--- src/design/bridge_pkg.sv ---
`default_nettype none

package bridge_pkg;

    localparam int DATA_W    = 32;
    localparam int ADDR_W    = 16;
    localparam int DEV_COUNT = 4;
    localparam int DEV_IDX_W = 2;

    // 4 KB per slot, slot index just above the offset
    localparam int OFFSET_W  = 12;
    localparam int RSVD_W    = ADDR_W - DEV_IDX_W - OFFSET_W;
    localparam int REG_COUNT = 4;  // word registers per peripheral

    localparam logic [DEV_IDX_W-1:0] EMPTY_SLOT = 2'd3;

    // abort limit for the access phase
    localparam int TIMEOUT_CYCLES = 16;
    localparam int TIMER_W        = 5;

    localparam logic [1:0] RESP_OKAY   = 2'b00;
    localparam logic [1:0] RESP_SLVERR = 2'b10;

    typedef struct packed {
        logic [RSVD_W-1:0]    rsvd;
        logic [DEV_IDX_W-1:0] dev_idx;
        logic [OFFSET_W-1:0]  offset;   // reg_idx sits in offset[3:2]
    } apb_addr_f_t;

    typedef union packed {
        logic [ADDR_W-1:0] word;
        apb_addr_f_t       f;
    } apb_addr_u;

    typedef struct packed {
        apb_addr_u         addr;
        logic [DATA_W-1:0] wdata;
        logic              write;
    } apb_cmd_t;

    typedef struct packed {
        logic [DATA_W-1:0] rdata;
        logic              slverr;
    } apb_rsp_t;

endpackage

`default_nettype wire

--- src/design/apb_wait_timer.sv ---
`timescale 1ns/1ps
`default_nettype none

module apb_wait_timer (
    input  logic S_AXI_ACLK,
    input  logic S_AXI_ARESETN,
    input  logic timer_clear,
    input  logic timer_run,
    output logic timer_expired
);

    logic [bridge_pkg::TIMER_W-1:0] count;

    always_ff @(posedge S_AXI_ACLK or negedge S_AXI_ARESETN) begin
        if (!S_AXI_ARESETN)
            count <= '0;
        else if (timer_clear)
            count <= '0;
        else if (timer_run && count != bridge_pkg::TIMER_W'(bridge_pkg::TIMEOUT_CYCLES))
            count <= count + 1'b1;   // saturates
    end

    // count is one behind the access cycle number
    assign timer_expired = timer_run &&
                           (count >= bridge_pkg::TIMER_W'(bridge_pkg::TIMEOUT_CYCLES - 1));

endmodule

`default_nettype wire

--- src/design/apb_dev_decode.sv ---
`timescale 1ns/1ps
`default_nettype none

module apb_dev_decode (
    input  logic                             psel_en,
    input  bridge_pkg::apb_addr_u            paddr,
    input  logic                             penable,
    input  logic [bridge_pkg::DATA_W-1:0]    prdata [bridge_pkg::DEV_COUNT],
    input  logic [bridge_pkg::DEV_COUNT-1:0] pready,
    input  logic [bridge_pkg::DEV_COUNT-1:0] pslverr,
    output logic [bridge_pkg::DEV_COUNT-1:0] psel,
    output logic [bridge_pkg::DATA_W-1:0]    prdata_sel,
    output logic                             pready_sel,
    output logic                             pslverr_sel
);

    logic [bridge_pkg::DEV_IDX_W-1:0] idx;

    assign idx = paddr.f.dev_idx;

    always_comb begin
        psel      = '0;
        psel[idx] = psel_en;
        if (idx == bridge_pkg::EMPTY_SLOT) begin
            // nobody home, finish at once with an error
            prdata_sel  = '0;
            pready_sel  = penable;
            pslverr_sel = penable;
        end else begin
            prdata_sel  = prdata[idx];
            pready_sel  = pready[idx];
            pslverr_sel = pslverr[idx];
        end
    end

endmodule

`default_nettype wire

--- src/design/apb_reg_slave.sv ---
`timescale 1ns/1ps
`default_nettype none

module apb_reg_slave #(
    parameter int WAIT_CYCLES = 0
) (
    input  logic                          S_AXI_ACLK,
    input  logic                          S_AXI_ARESETN,
    input  logic                          psel,
    input  logic                          penable,
    input  bridge_pkg::apb_addr_u         paddr,
    input  logic                          pwrite,
    input  logic [bridge_pkg::DATA_W-1:0] pwdata,
    output logic [bridge_pkg::DATA_W-1:0] prdata,
    output logic                          pready
);

    localparam int CNT_W = (WAIT_CYCLES > 0) ? $clog2(WAIT_CYCLES + 1) : 1;

    logic [CNT_W-1:0]              wait_cnt;
    logic [1:0]                    reg_idx;
    logic [bridge_pkg::DATA_W-1:0] regs [bridge_pkg::REG_COUNT];

    assign reg_idx = paddr.f.offset[3:2];
    assign pready  = psel && penable && (wait_cnt == CNT_W'(WAIT_CYCLES));
    assign prdata  = regs[reg_idx];

    always_ff @(posedge S_AXI_ACLK or negedge S_AXI_ARESETN) begin
        if (!S_AXI_ARESETN)
            wait_cnt <= '0;
        else if (!psel)
            wait_cnt <= '0;
        else if (penable && !pready)
            wait_cnt <= wait_cnt + 1'b1;
    end

    always_ff @(posedge S_AXI_ACLK or negedge S_AXI_ARESETN) begin
        if (!S_AXI_ARESETN) begin
            for (int i = 0; i < bridge_pkg::REG_COUNT; i++)
                regs[i] <= '0;
        end else if (psel && penable && pready && pwrite) begin
            regs[reg_idx] <= pwdata;   // only on the completing cycle
        end
    end

endmodule

`default_nettype wire

--- src/design/apb_seq_fsm.sv ---
`timescale 1ns/1ps
`default_nettype none

module apb_seq_fsm (
    input  logic                          S_AXI_ACLK,
    input  logic                          S_AXI_ARESETN,
    input  logic                          xfer_req,
    input  bridge_pkg::apb_cmd_t          xfer_cmd,
    input  logic [bridge_pkg::DATA_W-1:0] prdata_sel,
    input  logic                          pready_sel,
    input  logic                          pslverr_sel,
    input  logic                          timer_expired,
    output logic                          xfer_ack,
    output bridge_pkg::apb_rsp_t          xfer_rsp,
    output logic                          psel_en,
    output logic                          penable,
    output bridge_pkg::apb_addr_u         paddr,
    output logic                          pwrite,
    output logic [bridge_pkg::DATA_W-1:0] pwdata,
    output logic                          timer_clear,
    output logic                          timer_run
);

    typedef enum logic [1:0] {
        st_idle,
        st_setup,
        st_access,
        st_done
    } state_t;

    state_t state;
    logic   access_end;

    assign access_end  = pready_sel || timer_expired;
    assign timer_clear = (state == st_setup);
    assign timer_run   = (state == st_access);

    always_ff @(posedge S_AXI_ACLK or negedge S_AXI_ARESETN) begin
        if (!S_AXI_ARESETN) begin
            state    <= st_idle;
            psel_en  <= 1'b0;
            penable  <= 1'b0;
            xfer_ack <= 1'b0;
        end else begin
            case (state)
                st_idle: begin
                    if (xfer_req) begin
                        state   <= st_setup;
                        psel_en <= 1'b1;
                    end
                end
                st_setup: begin
                    state   <= st_access;
                    penable <= 1'b1;
                end
                st_access: begin
                    if (access_end) begin
                        state    <= st_done;
                        psel_en  <= 1'b0;
                        penable  <= 1'b0;
                        xfer_ack <= 1'b1;
                    end
                end
                default: begin
                    // wait for the front end to let go
                    if (!xfer_req) begin
                        state    <= st_idle;
                        xfer_ack <= 1'b0;
                    end
                end
            endcase
        end
    end

    always_ff @(posedge S_AXI_ACLK) begin
        if (state == st_idle && xfer_req) begin
            paddr  <= xfer_cmd.addr;
            pwrite <= xfer_cmd.write;
            pwdata <= xfer_cmd.wdata;
        end
        if (state == st_access && access_end) begin
            // a completed access beats a timeout in the same cycle
            xfer_rsp.rdata  <= pready_sel ? prdata_sel : '0;
            xfer_rsp.slverr <= pready_sel ? pslverr_sel : 1'b1;
        end
    end

endmodule

`default_nettype wire

--- src/design/axi_lite_front.sv ---
`timescale 1ns/1ps
`default_nettype none

module axi_lite_front (
    input  logic                             S_AXI_ACLK,
    input  logic                             S_AXI_ARESETN,
    input  logic [bridge_pkg::ADDR_W-1:0]    S_AXI_AWADDR,
    input  logic [2:0]                       S_AXI_AWPROT,   // ignored
    input  logic                             S_AXI_AWVALID,
    output logic                             S_AXI_AWREADY,
    input  logic [bridge_pkg::DATA_W-1:0]    S_AXI_WDATA,
    input  logic [bridge_pkg::DATA_W/8-1:0]  S_AXI_WSTRB,    // whole words only
    input  logic                             S_AXI_WVALID,
    output logic                             S_AXI_WREADY,
    output logic [1:0]                       S_AXI_BRESP,
    output logic                             S_AXI_BVALID,
    input  logic                             S_AXI_BREADY,
    input  logic [bridge_pkg::ADDR_W-1:0]    S_AXI_ARADDR,
    input  logic [2:0]                       S_AXI_ARPROT,   // ignored
    input  logic                             S_AXI_ARVALID,
    output logic                             S_AXI_ARREADY,
    output logic [bridge_pkg::DATA_W-1:0]    S_AXI_RDATA,
    output logic [1:0]                       S_AXI_RRESP,
    output logic                             S_AXI_RVALID,
    input  logic                             S_AXI_RREADY,
    input  logic                             xfer_ack,
    input  bridge_pkg::apb_rsp_t             xfer_rsp,
    output logic                             xfer_req,
    output bridge_pkg::apb_cmd_t             xfer_cmd
);

    typedef enum logic [1:0] {
        ph_capture,
        ph_req,
        ph_resp
    } phase_t;

    // which channels hold a captured beat
    typedef struct packed {
        logic aw;
        logic w;
        logic ar;
    } chan_t;

    phase_t                        phase;
    chan_t                         chan;
    chan_t                         chan_n;
    logic                          is_write;
    logic                          aw_hs;
    logic                          w_hs;
    logic                          ar_hs;
    logic                          resp_hs;
    logic                          rd_only;
    logic                          start_wr;
    logic                          start_rd;
    logic                          cap_n;
    bridge_pkg::apb_addr_u         aw_addr;
    bridge_pkg::apb_addr_u         ar_addr;
    logic [bridge_pkg::DATA_W-1:0] wdata_q;
    logic [1:0]                    resp_q;

    assign aw_hs   = S_AXI_AWVALID && S_AXI_AWREADY;
    assign w_hs    = S_AXI_WVALID && S_AXI_WREADY;
    assign ar_hs   = S_AXI_ARVALID && S_AXI_ARREADY;
    assign resp_hs = (S_AXI_BVALID && S_AXI_BREADY) || (S_AXI_RVALID && S_AXI_RREADY);

    always_comb begin
        chan_n.aw = chan.aw | aw_hs;
        chan_n.w  = chan.w | w_hs;
        chan_n.ar = chan.ar | ar_hs;
        rd_only   = chan_n.ar && !chan_n.aw && !chan_n.w;
        // write wins, a read captured beside it waits
        start_wr  = (phase == ph_capture) && !xfer_ack && chan_n.aw && chan_n.w;
        start_rd  = (phase == ph_capture) && !xfer_ack && rd_only;
        if (start_wr) begin
            chan_n.aw = 1'b0;
            chan_n.w  = 1'b0;
        end
        if (start_rd)
            chan_n.ar = 1'b0;
        cap_n = ((phase == ph_capture) && !start_wr && !start_rd) ||
                ((phase == ph_resp) && resp_hs);
    end

    always_ff @(posedge S_AXI_ACLK or negedge S_AXI_ARESETN) begin
        if (!S_AXI_ARESETN) begin
            phase         <= ph_capture;
            chan          <= '0;
            is_write      <= 1'b0;
            xfer_req      <= 1'b0;
            S_AXI_AWREADY <= 1'b0;
            S_AXI_WREADY  <= 1'b0;
            S_AXI_ARREADY <= 1'b0;
            S_AXI_BVALID  <= 1'b0;
            S_AXI_RVALID  <= 1'b0;
        end else begin
            chan          <= chan_n;
            S_AXI_AWREADY <= cap_n && !chan_n.aw && !rd_only;
            S_AXI_WREADY  <= cap_n && !chan_n.w && !rd_only;
            S_AXI_ARREADY <= cap_n && !chan_n.ar && !chan_n.aw && !chan_n.w;
            case (phase)
                ph_capture: begin
                    if (start_wr || start_rd) begin
                        phase    <= ph_req;
                        xfer_req <= 1'b1;
                        is_write <= start_wr;
                    end
                end
                ph_req: begin
                    if (xfer_ack) begin
                        phase        <= ph_resp;
                        xfer_req     <= 1'b0;
                        S_AXI_BVALID <= is_write;
                        S_AXI_RVALID <= !is_write;
                    end
                end
                default: begin
                    if (resp_hs) begin
                        phase        <= ph_capture;
                        S_AXI_BVALID <= 1'b0;
                        S_AXI_RVALID <= 1'b0;
                    end
                end
            endcase
        end
    end

    always_ff @(posedge S_AXI_ACLK) begin
        if (aw_hs)
            aw_addr.word <= S_AXI_AWADDR;
        if (w_hs)
            wdata_q <= S_AXI_WDATA;
        if (ar_hs)
            ar_addr.word <= S_AXI_ARADDR;
        if (phase == ph_req && xfer_ack) begin
            resp_q      <= xfer_rsp.slverr ? bridge_pkg::RESP_SLVERR : bridge_pkg::RESP_OKAY;
            S_AXI_RDATA <= xfer_rsp.rdata;
        end
    end

    always_comb begin
        xfer_cmd.addr  = is_write ? aw_addr : ar_addr;
        xfer_cmd.wdata = wdata_q;
        xfer_cmd.write = is_write;
    end

    assign S_AXI_BRESP = resp_q;
    assign S_AXI_RRESP = resp_q;

endmodule

`default_nettype wire

--- src/design/apb_subsys_top.sv ---
`timescale 1ns/1ps
`default_nettype none

module apb_subsys_top (
    input  logic                            S_AXI_ACLK,
    input  logic                            S_AXI_ARESETN,
    input  logic [bridge_pkg::ADDR_W-1:0]   S_AXI_AWADDR,
    input  logic [2:0]                      S_AXI_AWPROT,
    input  logic                            S_AXI_AWVALID,
    output logic                            S_AXI_AWREADY,
    input  logic [bridge_pkg::DATA_W-1:0]   S_AXI_WDATA,
    input  logic [bridge_pkg::DATA_W/8-1:0] S_AXI_WSTRB,
    input  logic                            S_AXI_WVALID,
    output logic                            S_AXI_WREADY,
    output logic [1:0]                      S_AXI_BRESP,
    output logic                            S_AXI_BVALID,
    input  logic                            S_AXI_BREADY,
    input  logic [bridge_pkg::ADDR_W-1:0]   S_AXI_ARADDR,
    input  logic [2:0]                      S_AXI_ARPROT,
    input  logic                            S_AXI_ARVALID,
    output logic                            S_AXI_ARREADY,
    output logic [bridge_pkg::DATA_W-1:0]   S_AXI_RDATA,
    output logic [1:0]                      S_AXI_RRESP,
    output logic                            S_AXI_RVALID,
    input  logic                            S_AXI_RREADY
);

    logic                             xfer_req;
    logic                             xfer_ack;
    bridge_pkg::apb_cmd_t             xfer_cmd;
    bridge_pkg::apb_rsp_t             xfer_rsp;
    logic                             psel_en;
    logic                             penable;
    bridge_pkg::apb_addr_u            paddr;
    logic                             pwrite;
    logic [bridge_pkg::DATA_W-1:0]    pwdata;
    logic [bridge_pkg::DEV_COUNT-1:0] psel;
    logic [bridge_pkg::DEV_COUNT-1:0] pready;
    logic [bridge_pkg::DATA_W-1:0]    prdata [bridge_pkg::DEV_COUNT];
    logic [bridge_pkg::DATA_W-1:0]    prdata_sel;
    logic                             pready_sel;
    logic                             pslverr_sel;
    logic                             timer_clear;
    logic                             timer_run;
    logic                             timer_expired;

    // slot 3 is empty, the decoder answers for it
    assign prdata[3] = '0;
    assign pready[3] = 1'b0;

    axi_lite_front i_front (
        .S_AXI_ACLK, .S_AXI_ARESETN,
        .S_AXI_AWADDR, .S_AXI_AWPROT, .S_AXI_AWVALID, .S_AXI_AWREADY,
        .S_AXI_WDATA, .S_AXI_WSTRB, .S_AXI_WVALID, .S_AXI_WREADY,
        .S_AXI_BRESP, .S_AXI_BVALID, .S_AXI_BREADY,
        .S_AXI_ARADDR, .S_AXI_ARPROT, .S_AXI_ARVALID, .S_AXI_ARREADY,
        .S_AXI_RDATA, .S_AXI_RRESP, .S_AXI_RVALID, .S_AXI_RREADY,
        .xfer_ack, .xfer_rsp, .xfer_req, .xfer_cmd
    );

    apb_seq_fsm i_seq (
        .S_AXI_ACLK, .S_AXI_ARESETN,
        .xfer_req, .xfer_cmd, .prdata_sel, .pready_sel, .pslverr_sel, .timer_expired,
        .xfer_ack, .xfer_rsp, .psel_en, .penable, .paddr, .pwrite, .pwdata,
        .timer_clear, .timer_run
    );

    apb_wait_timer i_timer (
        .S_AXI_ACLK, .S_AXI_ARESETN, .timer_clear, .timer_run, .timer_expired
    );

    apb_dev_decode i_decode (
        .psel_en, .paddr, .penable, .prdata, .pready,
        .pslverr ('0),
        .psel, .prdata_sel, .pready_sel, .pslverr_sel
    );

    apb_reg_slave #(.WAIT_CYCLES(0)) i_slave0 (
        .S_AXI_ACLK, .S_AXI_ARESETN, .psel (psel[0]), .penable, .paddr, .pwrite, .pwdata,
        .prdata (prdata[0]), .pready (pready[0])
    );

    apb_reg_slave #(.WAIT_CYCLES(3)) i_slave1 (
        .S_AXI_ACLK, .S_AXI_ARESETN, .psel (psel[1]), .penable, .paddr, .pwrite, .pwdata,
        .prdata (prdata[1]), .pready (pready[1])
    );

    // too slow for the timer, every access aborts
    apb_reg_slave #(.WAIT_CYCLES(20)) i_slave2 (
        .S_AXI_ACLK, .S_AXI_ARESETN, .psel (psel[2]), .penable, .paddr, .pwrite, .pwdata,
        .prdata (prdata[2]), .pready (pready[2])
    );

endmodule

`default_nettype wire

--- config.mk ---
export PLATFORM = sky130hd
export DESIGN_NAME = apb_subsys_top
export DESIGN_NICKNAME = d
export VERILOG_FILES = /design/src/design/bridge_pkg.sv /design/src/design/apb_wait_timer.sv /design/src/design/apb_dev_decode.sv /design/src/design/apb_reg_slave.sv /design/src/design/apb_seq_fsm.sv /design/src/design/axi_lite_front.sv /design/src/design/apb_subsys_top.sv
export SDC_FILE = /design/constraint.sdc
export NUM_CORES = 1
export LEC_CHECK = 0
export ABC_AREA = 1
export ABC_CLOCK_PERIOD_IN_PS = 8460
export BUFFER_PORTS_ARGS = -buffer_cell sky130_fd_sc_hd__buf_2
export CAP_MARGIN = 5
export CORE_ASPECT_RATIO = 1.4
export CORE_MARGIN = 2
export CORE_UTILIZATION = 40
export CTS_CLUSTER_DIAMETER = 80
export DETAILED_ROUTE_END_ITERATION = 8
export PLACE_DENSITY_LB_ADDON = 0.05
export SLEW_MARGIN = 40
export SYNTH_ARGS = -nofsm -noshare
export SYNTH_HDL_FRONTEND = slang
export SYNTH_HIERARCHICAL = 1
export SYNTH_SLANG_ARGS = --single-unit
--- constraint.sdc ---
create_clock -name S_AXI_ACLK -period 8.46 [get_ports S_AXI_ACLK]
set_input_delay 1.692 -clock S_AXI_ACLK [delete_from_list [all_inputs] [get_ports S_AXI_ACLK]]
set_output_delay 1.692 -clock S_AXI_ACLK [all_outputs]
set_load 0.1 [all_outputs]
# Word level (Yosys, flattened, before mapping)
# Cells that the tools add are included.
[totals]
reg_bits = 588
output_inout_bits = 41
[op_classes]
add_sub_neg = 4
magnitude_cmp = 6
eq_ne = 17
n_mux = 60
n_bitwise = 10
reduce_logical = 78
[op_table]
columns = ["cell", "n"]
rows = [
  ["bitwise mux 128 bit", 3],
  ["two-way mux 32 bit", 9],
  ["binary-select mux 32 bit (select 2 bit)", 4],
  ["demux 32 bit (select 2 bit)", 1],
  ["logical AND 1 bit", 43],
  ["two-way mux 2 bit", 10],
  ["two-way mux 5 bit", 4],
  ["AND reduction 3 bit", 6],
  ["two-way mux 1 bit", 17],
  ["two-way mux 14 bit", 1],
  ["logical NOT 1 bit", 13],
  ["case mux 1 bit (2 select lines)", 6],
  ["adder 5 x 1 -> 5 bit (second input constant)", 2],
  ["inequality test 2 x 1 -> 1 bit (second input constant)", 5],
  ["nonzero test 2 bit", 5],
  ["equality test 2 bit (second input constant)", 4],
  ["greater-or-equal comparator 3 bit (second input constant)", 2],
  ["inequality test 2 bit (second input constant)", 3],
  ["NOT 2 -> 3 bit", 2],
  ["case mux 2 bit (3 select lines)", 1],
  ["equality test 5 bit (second input constant)", 1],
  ["greater-or-equal comparator 5 x 4 -> 1 bit (second input constant)", 1],
  ["inequality test 5 bit (second input constant)", 1],
  ["binary-select mux 1 bit (select 2 bit)", 2],
  ["17 further kinds", 29],
]

# Depth between registers and ports, before layout
[depth]
word_depth = 13
ltp_mapped = 19
ltp_nobuf = 17

# By module
# The synthesis kept the hierarchy.
[by_module_without_submodules]
columns = ["module", "n_inst", "cells_per_inst", "area_each_um2", "seq_area_each_um2"]
rows = [
  ["apb_reg_slave (i_slave1)", 1, 767, 6143.4, 3253.1],
  ["apb_reg_slave (i_slave0)", 1, 756, 6100.9, 3228.1],
  ["apb_reg_slave (i_slave2)", 1, 736, 5965.7, 3328.2],
  ["axi_lite_front", 1, 225, 3707.3, 3213.1],
  ["apb_seq_fsm", 1, 197, 3083.0, 2587.5],
  ["apb_dev_decode", 1, 183, 955.9, 0.0],
  ["apb_wait_timer", 1, 49, 350.3, 125.1],
  ["apb_subsys_top", 1, 1, 3.8, 0.0],
]

# Least setup slack after synthesis
# No wires, ideal clock.
[synth_path]
path_type = "reg-to-reg"
from = "register i_seq/paddr[12] (netlist bit)"
to = "register i_seq/xfer_rsp[0] (netlist name)"
arrival_ns = 3.598
required_time_ns = 8.035
path_slack_ns = 4.437
stages_incl_launch_ff = 17
period_less_slack_ns = 4.023
cell_sequence = "edfxtp_1 -> buf_6 -> buf_4 -> nor3_1 -> nand2_2 -> nor2_4 -> nand2_1 -> inv_1 -> nand2_1 -> nand2_1 -> inv_1 -> nand2_1 -> nand2_1 -> nand2_1 -> buf_6 -> nor2_4 -> nor2_1"
[synth_between]
elab_chain_cells = 12
[synth_rtl]
columns = ["item", "line_no", "source"]
rows = [
  ["start, declared", "apb_seq_fsm.sv:17", "output bridge_pkg::apb_addr_u paddr,"],
  ["start signal, assigned", "apb_seq_fsm.sv:77", "paddr <= xfer_cmd.addr;"],
  ["less-than comparator 2 x 3 -> 1 bit (implied by the code) or greater-or-equal comparator 2 x 1 -> 1 bit (tied branches)", "apb_dev_decode.sv:23", "psel[idx] = psel_en;"],
  ["logical AND 1 bit (implied by the code)", "apb_dev_decode.sv:23", ""],
  ["two-way mux 1 bit (implied by the code)", "apb_dev_decode.sv:23", ""],
  ["demux 1 bit (select 2 bit) *", "n/a", ""],
  ["AND 3 bit (no source line) *", "n/a", ""],
  ["net psel (one bit)", "apb_subsys_top.sv:37", "logic [bridge_pkg::DEV_COUNT-1:0] psel;"],
  ["logical AND 1 bit * (2 in a row)", "apb_reg_slave.sv:25", "assign pready = psel && penable && (wait_cnt == CNT_W'(WAIT_CYCLES));"],
  ["net pready (one bit)", "apb_subsys_top.sv:38", "logic [bridge_pkg::DEV_COUNT-1:0] pready;"],
  ["binary-select mux 1 bit (select 2 bit) *", "apb_dev_decode.sv:31", "pready_sel = pready[idx];"],
  ["two-way mux 1 bit (implied by the code) *", "apb_dev_decode.sv:31", ""],
  ["two-way mux 1 bit *", "apb_dev_decode.sv:24", "if (idx == bridge_pkg::EMPTY_SLOT) begin"],
  ["net pready_sel", "apb_subsys_top.sv:41", "logic pready_sel;"],
  ["logical OR 1 bit *", "apb_seq_fsm.sv:34", "assign access_end = pready_sel || timer_expired;"],
  ["logical AND 1 bit *", "apb_seq_fsm.sv:81", "if (state == st_access && access_end) begin"],
]
# The timed path passes the listed nets; every way through them passes the cells marked *. The select of a mux whose other input is x is not followed.
# A chain may end at the register's enable or synchronous reset.

# Worst setup path in the final report
[layout_path]
from = "register i_seq/paddr[12] (netlist bit)"
to = "register i_seq/xfer_rsp[23] (netlist name)"
[layout_between]
elab_chain_cells = 12
[layout_rtl]
columns = ["item", "line_no"]
rows = [
  ["less-than comparator 2 x 3 -> 1 bit (implied by the code) or greater-or-equal comparator 2 x 1 -> 1 bit (tied branches)", "apb_dev_decode.sv:23"],
  ["logical AND 1 bit (implied by the code)", "apb_dev_decode.sv:23"],
  ["two-way mux 1 bit (implied by the code)", "apb_dev_decode.sv:23"],
  ["demux 1 bit (select 2 bit) *", "n/a"],
  ["AND 3 bit (no source line) *", "n/a"],
  ["net psel (one bit)", "apb_subsys_top.sv:37"],
  ["logical AND 1 bit * (2 in a row)", "apb_reg_slave.sv:25"],
  ["net pready (one bit)", "apb_subsys_top.sv:38"],
  ["binary-select mux 1 bit (select 2 bit) *", "apb_dev_decode.sv:31"],
  ["two-way mux 1 bit (implied by the code) *", "apb_dev_decode.sv:31"],
  ["two-way mux 1 bit *", "apb_dev_decode.sv:24"],
  ["net pready_sel", "apb_subsys_top.sv:41"],
  ["logical OR 1 bit *", "apb_seq_fsm.sv:34"],
  ["logical AND 1 bit *", "apb_seq_fsm.sv:81"],
]
# Marks and branches as above.

==> results.sh <==
export IMPL_overflow=0
export IMPL_cp_required_ns=8.71
export IMPL_p_leak_nw=14.10
export IMPL_rsz0062_at_grt="false"
export IMPL_wirelength_mm=76.40
export IMPL_post_route_period_util_pct=46.11
export IMPL_cts_tree="yes"
export IMPL_crit_chain="buf_4, inv_6, nor3_1, nand2_1, nor2_4, buf_4, nand2_1, nand2_1, inv_1, nand2_1, nand2_1, nand2_1, nor2_4, nor2_4, buf_4"
export IMPL_areaGrowthSynthToFinish_pct=12.03
export IMPL_synth_area_um2=25090
export IMPL_period_needed_ns=3.901
export IMPL_slew_headroom_pct=44.52
export IMPL_insertedDiodeCount=0
export IMPL_busiest_layer="met2"
export IMPL_drc=0
export IMPL_ctsLongestPathBuffers=3
export IMPL_dr_pass1_iters=5
export IMPL_cp_common_cell="nand2_1"
export IMPL_hpwl_mm=45.86
export IMPL_cap_viol_max_count=0
export IMPL_arrival_ns=4.15
export IMPL_met2_usage_pct=39.43
export IMPL_antenna_found_initial=0
export IMPL_clkTransAtPathRegs_ns=0.06
export IMPL_path_max_fanout=55
export IMPL_h_tree_depth=2
export IMPL_hold_path_class="reg -> reg"
export IMPL_drive_gt1_share_pct=10.45
export IMPL_use_met3_pct=3.733
export IMPL_slew_viol_final=0
export IMPL_ir_drop_v=0.0001622
export IMPL_first_iter_violations=1816
export IMPL_num_rows=108
export IMPL_clock_skew_ns=0.01537
export IMPL_max_freq_mhz=256.4
export IMPL_utilization_pct=45.32
export IMPL_yosysWarnings=6
export IMPL_multi_input_area_um2=9011
export IMPL_r2r_end="i_seq/xfer_rsp[23]"
export IMPL_ios=122
export IMPL_hold_viol_final=0
export IMPL_slowest_delay_ns=0.61
export IMPL_crit_path_top_delay_cell="buf_4"
export IMPL_die_h_um=300.3
export IMPL_gp_congestion=0.7792
export IMPL_startpoint="i_seq/paddr[12]"
export IMPL_fin_setup_tns_ns=0
export IMPL_vias=19941
export IMPL_worstMarginPinSlew_ns=0.8322
export IMPL_status="completed"
export IMPL_routed_via_density=5.353
export IMPL_die_area_um2=64770
export IMPL_start_kind="register"
export IMPL_insertion_delay_ns=0.62
export IMPL_hold_buffers=0
export IMPL_syn_instance_count=2841
export IMPL_criticalPathCategory="reg -> reg"
export IMPL_grt_start_max_net_pins=136
export IMPL_worst_r2r_path_depth=15
export IMPL_fin_nets=2942
export IMPL_grt_met1_usage_pct=32.52
export IMPL_post_cts_resized=0
export IMPL_cp_end_kind="register"
export IMPL_start_util_pct=40.45
export IMPL_seq_area_um2=14650
export IMPL_grt_pass1_vias=19870
export IMPL_wire_per_inst_um=20.51
export IMPL_root_buffer="clkbuf_16"
export IMPL_finalSetupViolCount=0
export IMPL_cts_sinks=557
export IMPL_grt_first_pass_wirelength_mm=119.0
export IMPL_syn_avg_cell_area_um2=8.832
export IMPL_port_buffers=85
export IMPL_final_antenna_net_count=0
export IMPL_cp_endpoint="i_seq/xfer_rsp[23]"
export IMPL_die_x_um=215.7
export IMPL_fillers=6048
export IMPL_gr_usage_all_layers_pct=23.80
export IMPL_ff2ff_setup_slack_ns=4.56
export IMPL_cts_buffers=58
export IMPL_coreArea_um2=62020
export IMPL_cts_setup_buffers=0
export IMPL_rr_startpoint="i_seq/paddr[12]"
export IMPL_powerDensity_nw_per_um2=192.2
flip-flops by register name (all words and copies together) (netlist names), 2 cells and up:
| register | count |
|---|---|
| i_front/chan | 3 |
| i_slave2/wait_cnt | 5 |
| i_seq/pwdata | 32 |
| i_front/aw_addr | 4 |
| i_timer/count | 5 |
| i_front/phase | 2 |
| i_front/ar_addr | 4 |
| i_seq/xfer_rsp | 33 |
| i_seq/paddr | 4 |
| i_slave0/regs | 128 |
| i_slave1/regs | 128 |
| i_slave2/regs | 128 |
| i_front/wdata_q | 32 |
| i_slave1/wait_cnt | 2 |
| i_seq/state | 2 |
| i_front/S_AXI_RDATA | 32 |
placed cells by master (no fill, tap or decap), types with 4 or more instances in the layout:
cell          n
nand2_1    1424
dfrtp_1     414
nand4_1     335
edfxtp_1    143
nand3_1      85
inv_1        84
buf_2        84
clkbuf_16    61
buf_4        41
a22oi_1      31
nor2_1       21
nand2_2      20
clkbuf_1     17
nor2_4       15
nand3_2      14
clkinv_2     12
ha_1         11
clkinv_1      8
o21ai_0       7
inv_2         7
buf_8         7
buf_16        6
bufinv_16     5
conb_1        5
buf_12        5
clkbuf_8      4
a21oi_1       4
worst min-delay path by stage:
| stage | to | slack, ns | depth (start not counted) | from |
|---|---|---|---|---|
| after detailed placement | i_front/S_AXI_RDATA[21] | 0.40 | 0 | i_seq/xfer_rsp[22] |
| after global placement | i_front/S_AXI_RDATA[1] | 0.40 | 0 | i_seq/xfer_rsp[2] |
| after floorplan | i_front/S_AXI_BRESP[1] | 0.40 | 0 | i_seq/xfer_rsp[0] |
| after global routing | i_front/S_AXI_RDATA[10] | 0.42 | 0 | i_seq/xfer_rsp[11] |
| after CTS | i_front/S_AXI_RDATA[6] | 0.42 | 0 | i_seq/xfer_rsp[7] |
| final | i_front/S_AXI_RDATA[6] | 0.41 | 0 | i_seq/xfer_rsp[7] |
layer usage:
layer	share of wire (%)	vias up
met1	43	9839
met3	6.1	105
met4	2.3	0
met5	0	-
met2	48	642
li1	-	9355
area by class of cell:
| class | count | share of cell area, % |
|---|---|---|
| clock buffer | 82 | 5.854 |
| clock inverter | 28 | 0.9659 |
| inverter | 99 | 1.367 |
| multi-input combinational | 1990 | 32.06 |
| sequential | 557 | 52.13 |
| tap | 825 | 3.672 |
| timing repair buffer | 144 | 3.948 |
power breakdown:
| part | leakage, nW | switching (W) | internal (W) | total, W |
|---|---|---|---|---|
| Sequential | 6.88 | 0.000000000408 | 0.00275 | 0.00275 |
| Combinational | 6.28 | 0.0000482 | 0.0000127 | 0.0000610 |
| Clock | 0.929 | 0.00109 | 0.00150 | 0.00259 |
| Total | 14.1 | 0.00114 | 0.00427 | 0.00540 |
critical path: cells and delay by family (launching register included):
kind,cells,cell delay (ns)
flip-flops,1,0.33
buffers and inverters,5,1.63
AND/OR/NAND/NOR,10,1.49
through the flow:
| step | area (um2) | total power (W) | std cells | hold WS [ns] | worst slack, ns |
|---|---|---|---|---|---|
| 5_1_grt | 28110 | 0.005596 | 3725 | 0.4212 | 4.371 |
| 3_3_place_gp | 25860 | 0.002863 | 3599 | 0.4013 | 4.115 |
| 3_5_place_dp | 26140 | 0.002865 | 3612 | 0.4045 | 4.591 |
| 4_1_cts | 28060 | 0.005477 | 3722 | 0.4186 | 4.583 |
| 2_1_floorplan | 25100 | 0.002807 | 2844 | 0.4003 | 4.438 |
| 6_report | 28110 | 0.005403 | 3725 | 0.4121 | 4.559 |
Power figures use the tool's default switching activity.
